$ cat config.mk
export PLATFORM = sky130hd
export DESIGN_NAME = displayTop
export DESIGN_NICKNAME = d
export VERILOG_FILES = /design/src/design/displayPkg.sv /design/src/design/vgaTiming.sv /design/src/design/gameoverScreen.sv /design/src/design/playfieldScreen.sv /design/src/design/screenSequencer.sv /design/src/design/displayTop.sv
export VERILOG_INCLUDE_DIRS = /design/src /design/src/design
export SDC_FILE = /design/constraint.sdc
export NUM_CORES = 1
export LEC_CHECK = 0
export BUFFER_PORTS_ARGS = -buffer_cell sky130_fd_sc_hd__buf_2
export CORE_MARGIN = 1.5
export CORE_UTILIZATION = 57
export DETAILED_ROUTE_END_ITERATION = 10
export GPL_ROUTABILITY_DRIVEN = 1
export HOLD_SLACK_MARGIN = 0.06
export PLACE_DENSITY = 0.78
export SYNTH_ARGS = -nofsm -noshare
export SYNTH_HDL_FRONTEND = slang
export SYNTH_HIERARCHICAL = 1
export SYNTH_SLANG_ARGS = --single-unit
$ cat constraint.sdc
create_clock -name clk -period 2.4 [get_ports clk]
set_input_delay 0.36 -clock clk [delete_from_list [all_inputs] [get_ports clk]]
set_output_delay 0.36 -clock clk [all_outputs]
set_load 0.005 [all_outputs]
$ cat src/design/vgaParams.svh
`ifndef VGA_PARAMS_SVH
`define VGA_PARAMS_SVH

//////////////////////////////
// Raster geometry, 640x480 at 60 Hz
//////////////////////////////
`define H_ACTIVE 640
`define H_FRONT  16
`define H_SYNC   96
`define H_BACK   48
`define H_TOTAL  (`H_ACTIVE + `H_FRONT + `H_SYNC + `H_BACK)

`define V_ACTIVE 480
`define V_FRONT  10
`define V_SYNC   2
`define V_BACK   33
`define V_TOTAL  (`V_ACTIVE + `V_FRONT + `V_SYNC + `V_BACK)

`define COORD_W 11

// Player ship sprite
`define SHIP_W 32
`define SHIP_H 16
`define SHIP_Y 440

// Colours packed as blue, green, red
`define COLOR_SPACE 8'hD1
`define COLOR_SHIP  8'h3F
`define COLOR_BLACK 8'h00
`define COLOR_WHITE 8'hFF

`endif

$ cat src/design/displayPkg.sv
`include "vgaParams.svh"

package displayPkg;

	//////////////////////////////
	// Raster types
	//////////////////////////////

	// Pixel position within the full raster, blanking included
	typedef struct packed {
		logic [`COORD_W-1:0] x;
		logic [`COORD_W-1:0] y;
	} pixelCoordT;

	// Everything the timing generator says about one pixel
	typedef struct packed {
		pixelCoordT coord;
		logic       active;
		// Both syncs are active low
		logic       hSync;
		logic       vSync;
		logic       frameStart;
	} rasterT;

	// 8-bit colour, blue in the top bits
	typedef logic [7:0] rgbT;

	// Which screen the sequencer shows
	typedef enum logic {
		SCREEN_PLAY,
		SCREEN_GAMEOVER
	} screenT;

endpackage

$ cat src/design/vgaTiming.sv
`include "vgaParams.svh"

module vgaTiming import displayPkg::*; (
	input  logic   clk,
	input  logic   arstN,
	output rasterT raster
);

	localparam logic [`COORD_W-1:0] H_LAST       = `H_TOTAL - 1;
	localparam logic [`COORD_W-1:0] V_LAST       = `V_TOTAL - 1;
	localparam logic [`COORD_W-1:0] H_VISIBLE    = `H_ACTIVE;
	localparam logic [`COORD_W-1:0] V_VISIBLE    = `V_ACTIVE;
	localparam logic [`COORD_W-1:0] H_SYNC_FIRST = `H_ACTIVE + `H_FRONT;
	localparam logic [`COORD_W-1:0] H_SYNC_LAST  = `H_ACTIVE + `H_FRONT + `H_SYNC - 1;
	localparam logic [`COORD_W-1:0] V_SYNC_FIRST = `V_ACTIVE + `V_FRONT;
	localparam logic [`COORD_W-1:0] V_SYNC_LAST  = `V_ACTIVE + `V_FRONT + `V_SYNC - 1;

	logic [`COORD_W-1:0] hNext;
	logic [`COORD_W-1:0] vNext;
	logic                lineEnd;
	logic                frameEnd;

	//////////////////////////////
	// Next raster position
	//////////////////////////////

	always_comb begin
		lineEnd  = (raster.coord.x == H_LAST);
		frameEnd = (raster.coord.y == V_LAST);
		hNext    = lineEnd ? '0 : raster.coord.x + 1'b1;
		vNext    = raster.coord.y;
		// Vertical count steps once per wrapped line
		if (lineEnd) begin
			vNext = frameEnd ? '0 : raster.coord.y + 1'b1;
		end
	end

	//////////////////////////////
	// Counters and decode
	//////////////////////////////

	// Decode the next position so every field registers with its own coordinate
	always_ff @(posedge clk or negedge arstN) begin
		if (!arstN) begin
			raster.coord.x    <= '0;
			raster.coord.y    <= '0;
			// Reset position is pixel (0,0) of a fresh frame
			raster.active     <= 1'b1;
			raster.hSync      <= 1'b1;
			raster.vSync      <= 1'b1;
			raster.frameStart <= 1'b1;
		end else begin
			raster.coord.x    <= hNext;
			raster.coord.y    <= vNext;
			raster.active     <= (hNext < H_VISIBLE) && (vNext < V_VISIBLE);
			raster.hSync      <= !((hNext >= H_SYNC_FIRST) && (hNext <= H_SYNC_LAST));
			raster.vSync      <= !((vNext >= V_SYNC_FIRST) && (vNext <= V_SYNC_LAST));
			raster.frameStart <= (hNext == '0) && (vNext == '0);
		end
	end

endmodule

$ cat src/design/gameoverScreen.sv
`include "vgaParams.svh"

module gameoverScreen import displayPkg::*; (
	input  logic       clk,
	input  logic       arstN,
	input  pixelCoordT coord,
	output rgbT        rgb
);

	// All five letter cells share one row band
	localparam int CELL_Y_LO = 101;
	localparam int CELL_Y_HI = 149;

	logic inS, inP, inA, inC, inE;
	logic cutS, cutP, cutA, cutC, cutE;
	rgbT  color;

	// Inclusive rectangle test
	function automatic logic boxHit(pixelCoordT p, int xLo, int xHi, int yLo, int yHi);
		return (p.x >= xLo) && (p.x <= xHi) && (p.y >= yLo) && (p.y <= yHi);
	endfunction

	//////////////////////////////
	// Letter cells
	//////////////////////////////

	assign inS = boxHit(coord, 201, 239, CELL_Y_LO, CELL_Y_HI);
	assign inP = boxHit(coord, 251, 289, CELL_Y_LO, CELL_Y_HI);
	assign inA = boxHit(coord, 301, 339, CELL_Y_LO, CELL_Y_HI);
	assign inC = boxHit(coord, 351, 389, CELL_Y_LO, CELL_Y_HI);
	assign inE = boxHit(coord, 401, 439, CELL_Y_LO, CELL_Y_HI);

	//////////////////////////////
	// Cut-outs per letter
	//////////////////////////////

	// S: rounded corners plus the two notches that shape the curve
	assign cutS = boxHit(coord, 201, 209, 101, 104) ||
		boxHit(coord, 231, 239, 101, 104) ||
		boxHit(coord, 211, 229, 111, 119) ||
		boxHit(coord, 230, 239, 115, 124) ||
		boxHit(coord, 201, 209, 126, 134) ||
		boxHit(coord, 210, 229, 131, 139) ||
		boxHit(coord, 201, 209, 146, 149) ||
		boxHit(coord, 231, 239, 146, 149);

	// P: bowl hole and open lower right
	assign cutP = boxHit(coord, 286, 289, 101, 104) ||
		boxHit(coord, 261, 279, 106, 119) ||
		boxHit(coord, 286, 289, 121, 124) ||
		boxHit(coord, 261, 289, 125, 149);

	// A: top corners, counter above the crossbar, gap between the legs
	assign cutA = boxHit(coord, 301, 304, 101, 104) ||
		boxHit(coord, 336, 339, 101, 104) ||
		boxHit(coord, 311, 329, 106, 119) ||
		boxHit(coord, 311, 329, 126, 149);

	assign cutC = boxHit(coord, 351, 359, 101, 104) ||
		boxHit(coord, 381, 389, 101, 104) ||
		boxHit(coord, 361, 379, 111, 139) ||
		boxHit(coord, 380, 389, 116, 134) ||
		boxHit(coord, 351, 359, 146, 149) ||
		boxHit(coord, 381, 389, 146, 149);

	// E: two slots and the short gap on the right of the middle arm
	assign cutE = boxHit(coord, 411, 439, 111, 119) ||
		boxHit(coord, 431, 439, 120, 129) ||
		boxHit(coord, 411, 439, 130, 139);

	always_comb begin
		color = `COLOR_BLACK;
		if (inS) begin
			color = cutS ? `COLOR_BLACK : `COLOR_WHITE;
		end else if (inP) begin
			color = cutP ? `COLOR_BLACK : `COLOR_WHITE;
		end else if (inA) begin
			color = cutA ? `COLOR_BLACK : `COLOR_WHITE;
		end else if (inC) begin
			color = cutC ? `COLOR_BLACK : `COLOR_WHITE;
		end else if (inE) begin
			color = cutE ? `COLOR_BLACK : `COLOR_WHITE;
		end
	end

	// One cycle of latency, matched by the sequencer
	always_ff @(posedge clk or negedge arstN) begin
		if (!arstN) begin
			rgb <= `COLOR_BLACK;
		end else begin
			rgb <= color;
		end
	end

endmodule

$ cat src/design/playfieldScreen.sv
`include "vgaParams.svh"

module playfieldScreen import displayPkg::*; (
	input  logic                clk,
	input  logic                arstN,
	input  pixelCoordT          coord,
	input  logic [`COORD_W-1:0] shipX,
	output rgbT                 rgb
);

	// Ship rows are fixed near the bottom of the screen
	localparam logic [`COORD_W-1:0] SHIP_TOP    = `SHIP_Y;
	localparam logic [`COORD_W-1:0] SHIP_BOTTOM = `SHIP_Y + `SHIP_H - 1;
	// One extra bit so a ship near the right edge cannot wrap
	localparam logic [`COORD_W:0]   SHIP_SPAN   = `SHIP_W - 1;

	logic [`COORD_W:0] shipRight;
	logic              inShipCols;
	logic              inShipRows;
	rgbT               color;

	//////////////////////////////
	// Sprite hit test
	//////////////////////////////

	assign shipRight  = {1'b0, shipX} + SHIP_SPAN;
	assign inShipCols = (coord.x >= shipX) && ({1'b0, coord.x} <= shipRight);
	assign inShipRows = (coord.y >= SHIP_TOP) && (coord.y <= SHIP_BOTTOM);

	// Plain rectangle ship over flat space colour
	always_comb begin
		if (inShipCols && inShipRows) begin
			color = `COLOR_SHIP;
		end else begin
			color = `COLOR_SPACE;
		end
	end

	//////////////////////////////
	// Output register
	//////////////////////////////

	always_ff @(posedge clk or negedge arstN) begin
		if (!arstN) begin
			rgb <= `COLOR_BLACK;
		end else begin
			rgb <= color;
		end
	end

endmodule

$ cat src/design/screenSequencer.sv
`include "vgaParams.svh"

module screenSequencer import displayPkg::*; (
	input  logic   clk,
	input  logic   arstN,
	input  rasterT raster,
	input  rgbT    playRgb,
	input  rgbT    overRgb,
	input  logic   gameOver,
	input  logic   restart,
	output logic   hSync,
	output logic   vSync,
	output rgbT    rgb
);

	screenT state;
	screenT stateNext;
	logic   pendOver;
	logic   pendRestart;
	logic   hSyncD;
	logic   vSyncD;
	logic   activeD;
	rgbT    selRgb;

	//////////////////////////////
	// Game state
	//////////////////////////////

	// Pending requests only land on a frame boundary, restart first
	always_comb begin
		stateNext = state;
		if (raster.frameStart) begin
			if (pendRestart) begin
				stateNext = SCREEN_PLAY;
			end else if (pendOver) begin
				stateNext = SCREEN_GAMEOVER;
			end
		end
	end

	always_ff @(posedge clk or negedge arstN) begin
		if (!arstN) begin
			state       <= SCREEN_PLAY;
			pendOver    <= 1'b0;
			pendRestart <= 1'b0;
		end else begin
			state <= stateNext;
			if (raster.frameStart) begin
				// Requests seen now wait for the next frame
				pendOver    <= gameOver;
				pendRestart <= restart;
			end else begin
				pendOver    <= pendOver | gameOver;
				pendRestart <= pendRestart | restart;
			end
		end
	end

	//////////////////////////////
	// Renderer select
	//////////////////////////////

	always_comb begin
		unique case (state)
			SCREEN_GAMEOVER: selRgb = overRgb;
			default:         selRgb = playRgb;
		endcase
	end

	//////////////////////////////
	// Alignment and output
	//////////////////////////////

	// First stage matches renderer latency, second is the pin register
	always_ff @(posedge clk or negedge arstN) begin
		if (!arstN) begin
			hSyncD  <= 1'b1;
			vSyncD  <= 1'b1;
			activeD <= 1'b0;
			hSync   <= 1'b1;
			vSync   <= 1'b1;
			rgb     <= `COLOR_BLACK;
		end else begin
			hSyncD  <= raster.hSync;
			vSyncD  <= raster.vSync;
			activeD <= raster.active;
			hSync   <= hSyncD;
			vSync   <= vSyncD;
			rgb     <= activeD ? selRgb : `COLOR_BLACK;
		end
	end

endmodule

$ cat src/design/displayTop.sv
`include "vgaParams.svh"

module displayTop import displayPkg::*; (
	input  logic                clk,
	input  logic                arstN,
	input  logic [`COORD_W-1:0] shipX,
	input  logic                gameOver,
	input  logic                restart,
	output logic                hSync,
	output logic                vSync,
	output rgbT                 rgb
);

	rasterT raster;
	rgbT    playRgb;
	rgbT    overRgb;

	vgaTiming timing (
		.clk    (clk),
		.arstN  (arstN),
		.raster (raster)
	);

	// Both renderers run every pixel, the sequencer picks one
	playfieldScreen playfield (
		.clk   (clk),
		.arstN (arstN),
		.coord (raster.coord),
		.shipX (shipX),
		.rgb   (playRgb)
	);

	gameoverScreen gameover (
		.clk   (clk),
		.arstN (arstN),
		.coord (raster.coord),
		.rgb   (overRgb)
	);

	screenSequencer sequencer (
		.clk      (clk),
		.arstN    (arstN),
		.raster   (raster),
		.playRgb  (playRgb),
		.overRgb  (overRgb),
		.gameOver (gameOver),
		.restart  (restart),
		.hSync    (hSync),
		.vSync    (vSync),
		.rgb      (rgb)
	);

endmodule

---- Yosys cells after proc, flatten, opt, wreduce, memory -nomap -nowiden ----
Cells that the tools add are included.
storage, ports and cells
  register bits ........................... 58
  word-level logic and storage cells ...... 218
cells by class
  add/subtract/negate cells ............... 3
  order comparisons ....................... 59
  eq/ne operators ......................... 2
  multiplexer cells ....................... 20
  bitwise operators ....................... 2
  reductions and logical operators ........ 115
operators by type and width
  cell                                                                      count
  11-bit by 9-bit >= comparator with 1-bit output (second input constant)   14
  11-bit by 9-bit <= comparator with 1-bit output (second input constant)   11
  8-bit 2-to-1 mux                                                          13
  11-bit by 7-bit >= comparator with 1-bit output (second input constant)   9
  11-bit by 8-bit >= comparator with 1-bit output (second input constant)   9
  1-bit logical AND                                                         89
  11-bit by 8-bit <= comparator with 1-bit output (second input constant)   7
  11-bit by 7-bit <= comparator with 1-bit output (second input constant)   3
  11-bit 2-to-1 mux                                                         3
  11-bit by 1-bit adder with 11-bit output (second input constant)          2
  11-bit by 10-bit == test with 1-bit output (second input constant)        2
  11-bit zero test                                                          2
  1-bit logical OR                                                          20
  11-bit by 5-bit adder with 12-bit output (second input constant)          1
  11-bit by 12-bit <= comparator with 1-bit output                          1
  11-bit by 10-bit >= comparator with 1-bit output (second input constant)  1
  11-bit >= comparator                                                      1
  11-bit by 10-bit <= comparator with 1-bit output (second input constant)  1
  11-bit by 10-bit < comparator with 1-bit output (second input constant)   1
  11-bit by 9-bit < comparator with 1-bit output (second input constant)    1
  1-bit 2-to-1 mux                                                          4
  1-bit zero test                                                           2
  1-bit bitwise OR                                                          2
  2-bit AND reduction                                                       1
  2-bit nonzero test                                                        1

---- Longest topological paths before layout ----
  depth in word-level cells ............... 14
  mapped depth ............................ 11
  gate-level depth less buffers ........... 11

---- By module ----
The synthesis kept the hierarchy.
by module, submodules not included
  module           times used  cells an instance  area an instance (um^2)  seq. area each (um^2)
  vgaTiming        1           177                1634.1                   655.6
  gameoverScreen   1           206                1355.0                   25.0
  playfieldScreen  1           103                848.3                    75.1
  screenSequencer  1           38                 575.6                    405.4

---- Worst setup path after synthesis ----
Ideal clock, no wire load.
  path type ............................... flip-flop to flip-flop
  start point ............................. register timing/raster[25] (netlist name)
  end point ............................... register gameover.rgb[6]
  arrival ................................. 2.371 ns
  required time ........................... 2.260 ns
  setup slack ............................. -0.111 ns
  cell stages (with the launch flop) ...... 9
  buffers on the path ..................... 2
  cell sequence ........................... dfrtp_1 > buf_4 > or4b_1 > clkbuf_2 > or4_1 > a22oi_1 > mux2i_1 > a211oi_1 > o221ai_1
on the way
  longest elaborated chain between the ends .. 14
ends and longest elaborated chain
  item                                                                                                                       RTL line              text
  11-bit by 9-bit >= comparator with 1-bit output / 11-bit by 9-bit <= comparator with 1-bit output (equally long branches)  gameoverScreen.sv:20  return (p.x >= xLo) && (p.x <= xHi) && (p.y >= yLo) && (p.y <= yHi);
  1-bit logical AND (3 in series)                                                                                            gameoverScreen.sv:20
  1-bit logical OR                                                                                                           gameoverScreen.sv:59  assign cutC = boxHit(coord, 351, 359, 101, 104) ||
  1-bit logical OR                                                                                                           gameoverScreen.sv:60  boxHit(coord, 381, 389, 101, 104) ||
  1-bit logical OR                                                                                                           gameoverScreen.sv:61  boxHit(coord, 361, 379, 111, 139) ||
  1-bit logical OR                                                                                                           gameoverScreen.sv:62  boxHit(coord, 380, 389, 116, 134) ||
  1-bit logical OR                                                                                                           gameoverScreen.sv:63  boxHit(coord, 351, 359, 146, 149) ||
  8-bit 2-to-1 mux (no line)                                                                                                 -
  8-bit 2-to-1 mux                                                                                                           gameoverScreen.sv:79  end else if (inC) begin
  8-bit 2-to-1 mux                                                                                                           gameoverScreen.sv:77  end else if (inA) begin
  8-bit 2-to-1 mux                                                                                                           gameoverScreen.sv:75  end else if (inP) begin
  8-bit 2-to-1 mux (*)                                                                                                       gameoverScreen.sv:73  if (inS) begin
  end signal: assignment                                                                                                     gameoverScreen.sv:89  rgb <= `COLOR_BLACK;
  end signal: assignment                                                                                                     gameoverScreen.sv:91  rgb <= color;
  end: declaration                                                                                                           gameoverScreen.sv:7   output rgbT rgb
Every way passes the cells marked *; elsewhere a longest branch is shown, timed or not.
A chain may end at the register's enable or synchronous reset.

---- Final worst setup path ----
  start point ............................. register timing/raster[22] (netlist name)
  end point ............................... register timing/raster[0] (netlist name)
on the way
  longest elaborated chain between the ends .. 4
ends and longest elaborated chain
  item                                                                                                           RTL line                          text
  11-bit by 1-bit adder with 11-bit output / 11-bit by 10-bit == test with 1-bit output (equally long branches)  vgaTiming.sv:30, vgaTiming.sv:28
  11-bit 2-to-1 mux (on tied branches)                                                                           vgaTiming.sv:30, vgaTiming.sv:33
  11-bit zero test                                                                                               vgaTiming.sv:58                   raster.frameStart <= (hNext == '0) && (vNext == '0);
  1-bit logical AND (*)                                                                                          vgaTiming.sv:58
Marks and branches as above.

==> results.sh <==
export IMPL_path_delay_family="simple AND/OR/NAND/NOR gates"
export IMPL_status="finished clean"
export IMPL_fin_ws_ns=0.100
export IMPL_finalWirelength_um=11200
export IMPL_postCtsHoldBufs=0
export IMPL_ys_types=83
export IMPL_syn_area_per_cell_sq_um=8.42
export IMPL_vias=4292
export IMPL_tightestPinTransition_ns=0.646
export IMPL_die_w_um=91.0
export IMPL_syn_inst=524
export IMPL_port_buffers=24
export IMPL_skew_ns=0.00656
export IMPL_drt_iter0_drc=376
export IMPL_grt_usage=0.281
export IMPL_place_ws_ns=-0.192
export IMPL_synth_nets=566
export IMPL_multi_input_area_sq_mm=0.00283
export IMPL_synth_async_reset_ratio=1.00
export IMPL_chipHeight_um=91.0
export IMPL_dpl_hpwl_um=8290
export IMPL_antenna_found_initial=0
export IMPL_synth_top_cells_by_area="dfrtp_1, ha_1, dfstp_2"
export IMPL_crit_path_end_kind="flop"
export IMPL_synth_top_area_share=0.215
export IMPL_p_leak_uw=0.00206
export IMPL_post_cts_buffers=0
export IMPL_num_io_pins=25
export IMPL_finish_utilization=0.663
export IMPL_slew_headroom=0.569
export IMPL_yosysTopAreaCell="dfrtp_1"
export IMPL_ys_seq_area_frac=0.263
export IMPL_synth_edf_count=0
export IMPL_cp_cell_sequence="buf_4 > or4_4 > nor3_4 > buf_6 > nand2_2 > a31oi_1 > nand4_1 > nor4_2"
export IMPL_area_growth_pct=10.7
export IMPL_fillers=612
export IMPL_cts_clk_slew_worst_paths_ns=0.09
export IMPL_post_route_drc_count=0
export IMPL_final_nets=603
export IMPL_overflow=0
export IMPL_dp_cells=653
export IMPL_yosys_top_cells_count="dfrtp_1, nand2_1, a21oi_1, nor2_1, o21ai_0"
export IMPL_hold_class="input port to async pin"
export IMPL_cts_sinks=46
export IMPL_root_buffer="clkbuf_8"
export IMPL_dr_pass1_iters=5
export IMPL_slew_viol_final=0
export IMPL_cts_htree_levels=2
export IMPL_ff_latch_area_sq_mm=0.00117
export IMPL_yosysWarnings=6
export IMPL_wl_per_cell_um=17.0
export IMPL_final_cells=661
export IMPL_rows=31
export IMPL_grt_pass1_vias=3936
export IMPL_initial_core_util=0.599
export IMPL_slowest_stage="or4_4"
export IMPL_drive_above_1_share=0.222
export IMPL_numCtsBuffers=5
export IMPL_synth_ff_type="dfrtp_1"
export IMPL_fin_crit_ns=2.30
export IMPL_ys_seq_elements=46
export IMPL_antenna_cells=0
export IMPL_design_die_area_sq_mm=0.00828
export IMPL_cp_start_kind="flop"
export IMPL_hold_viol_final=0
export IMPL_crit_type="flop to flop"
export IMPL_min_period_over_period=0.958
export IMPL_coreArea_sq_mm=0.00737
export IMPL_cts_tree="yes"
export IMPL_arrival_ns=2.51
export IMPL_pwr_density_cell_mw_per_mm2=279
export IMPL_yosysMostFrequentCell="dfrtp_1"
export IMPL_clk_latency_ns=0.30
export IMPL_max_freq_mhz=435
export IMPL_vdd_drop_max_uv=174
export IMPL_grt_max_degree=31
export IMPL_route_antenna_remaining_nets=0
export IMPL_syn_area_sq_mm=0.00441
export IMPL_critPathRequiredTime_ns=2.61
export IMPL_place_congestion=0.996
export IMPL_max_stage_delay_ns=0.51
export IMPL_critPathBufInv=2
export IMPL_crit_fanout=7
export IMPL_maxCapViolations=0
export IMPL_grt_pass1_wl_um=19200
export IMPL_finalSetupViolations=0
export IMPL_clk_path_buf_depth=2
export IMPL_routed_via_density=6.49
-- state kept, by name (all words and copies together), names as in the netlist --
name / flops
sequencer/vSyncD: 1
sequencer/hSyncD: 1
playfield/rgb: 3
gameover/rgb: 1
sequencer/activeD: 1
sequencer/pendOver: 1
sequencer/state: 1
timing/raster: 26
sequencer/hSync: 1
sequencer/pendRestart: 1
sequencer/rgb: 8
sequencer/vSync: 1
-- path summary, 6_finish.rpt --
check,startpoint,end,slack [ns],cells after the start
max in group asynchronous,arstN,timing/raster[2],1.66,2
worst min register to register,sequencer/vSyncD,sequencer/vSync,0.36,0
min in group clk,gameOver,sequencer/pendOver,0.24,2
worst max-delay path,timing/raster[22],timing/raster[0],0.10,8
worst max register to register,timing/raster[22],timing/raster[0],0.10,8
worst min-delay path,arstN,sequencer/rgb[3],0.08,1
-- repair_timing --
| item | 4_1_cts | 5_1_grt |
|---|---|---|
| hold endpoints to repair | 0 | 0 |
| setup endpoints to repair | 0 | 6 |
| resized for setup | 0 | 12 |
-- area by class of cell --
| cell class | count | share of cell area |
|---|---|---|
| Timing Repair Buffer | 76 | 0.116 |
| Clock buffer | 5 | 0.0141 |
| Inverter | 29 | 0.0223 |
| Multi-Input combinational cell | 403 | 0.579 |
| Sequential cell | 46 | 0.239 |
| Clock inverter | 3 | 0.00436 |
| Tap cell | 99 | 0.0254 |
-- through the flow --
stage / setup TNS [ns] / power, uW / cell area [sq um] / hold slack (ns)
after floorplan: 0 / 851 / 4420 / 0.0644
after global placement: -0.120 / 901 / 4760 / 0.346
after detailed placement: -0.367 / 907 / 4760 / 0.347
after CTS: 0 / 1380 / 4850 / 0.101
after global routing: -0.0326 / 1430 / 4880 / 0.132
final: 0 / 1360 / 4880 / 0.0775
-- where the power goes --
group          internal [uW]  total (uW)  switching, uW
combinational           48.5         117           68.8
sequential               777         778          0.672
clock                    205         467            262
total                   1030        1360            332
-- cell usage in the layout, fill, tap and decap left out, types with 10 or more instances in the layout --
| cell type | synthesis | final |
|---|---|---|
| buf_4 | 17 | 47 |
| nand2_1 | 37 | 37 |
| dfrtp_1 | 38 | 32 |
| a21oi_1 | 29 | 29 |
| o21ai_0 | 28 | 28 |
| nor2_1 | 28 | 27 |
| inv_1 | 27 | 27 |
| ha_1 | 27 | 27 |
| nand3_1 | 24 | 24 |
| buf_2 | 4 | 24 |
| xnor2_1 | 15 | 15 |
| nor2b_1 | 14 | 14 |
| nor3_1 | 12 | 12 |
| nor4_1 | 11 | 11 |
| mux2i_1 | 11 | 11 |
| o211ai_1 | 10 | 10 |
| nand4_1 | 10 | 10 |
-- cell families after synthesis --
family	Yosys count	synth area share
multiplexers	11	0.0250
XOR/XNOR	23	0.0456
other	1	0.000850
adder cells (fa/ha/maj)	27	0.0766
flip-flops	46	0.263
buffers and inverters	75	0.102
AND/OR/NAND/NOR	201	0.269
AO/OA/AOI/OAI	140	0.219
-- routing by layer --
layer	up-vias	global-route usage	share of wire
li1	2015	-	-
met1	2034	0.411	0.45
met2	213	0.426	0.45
met3	30	0.0360	0.076
met4	0	0.0898	0.024
met5	-	0	0
No activity file was read; power rests on OpenSTA's default activity.
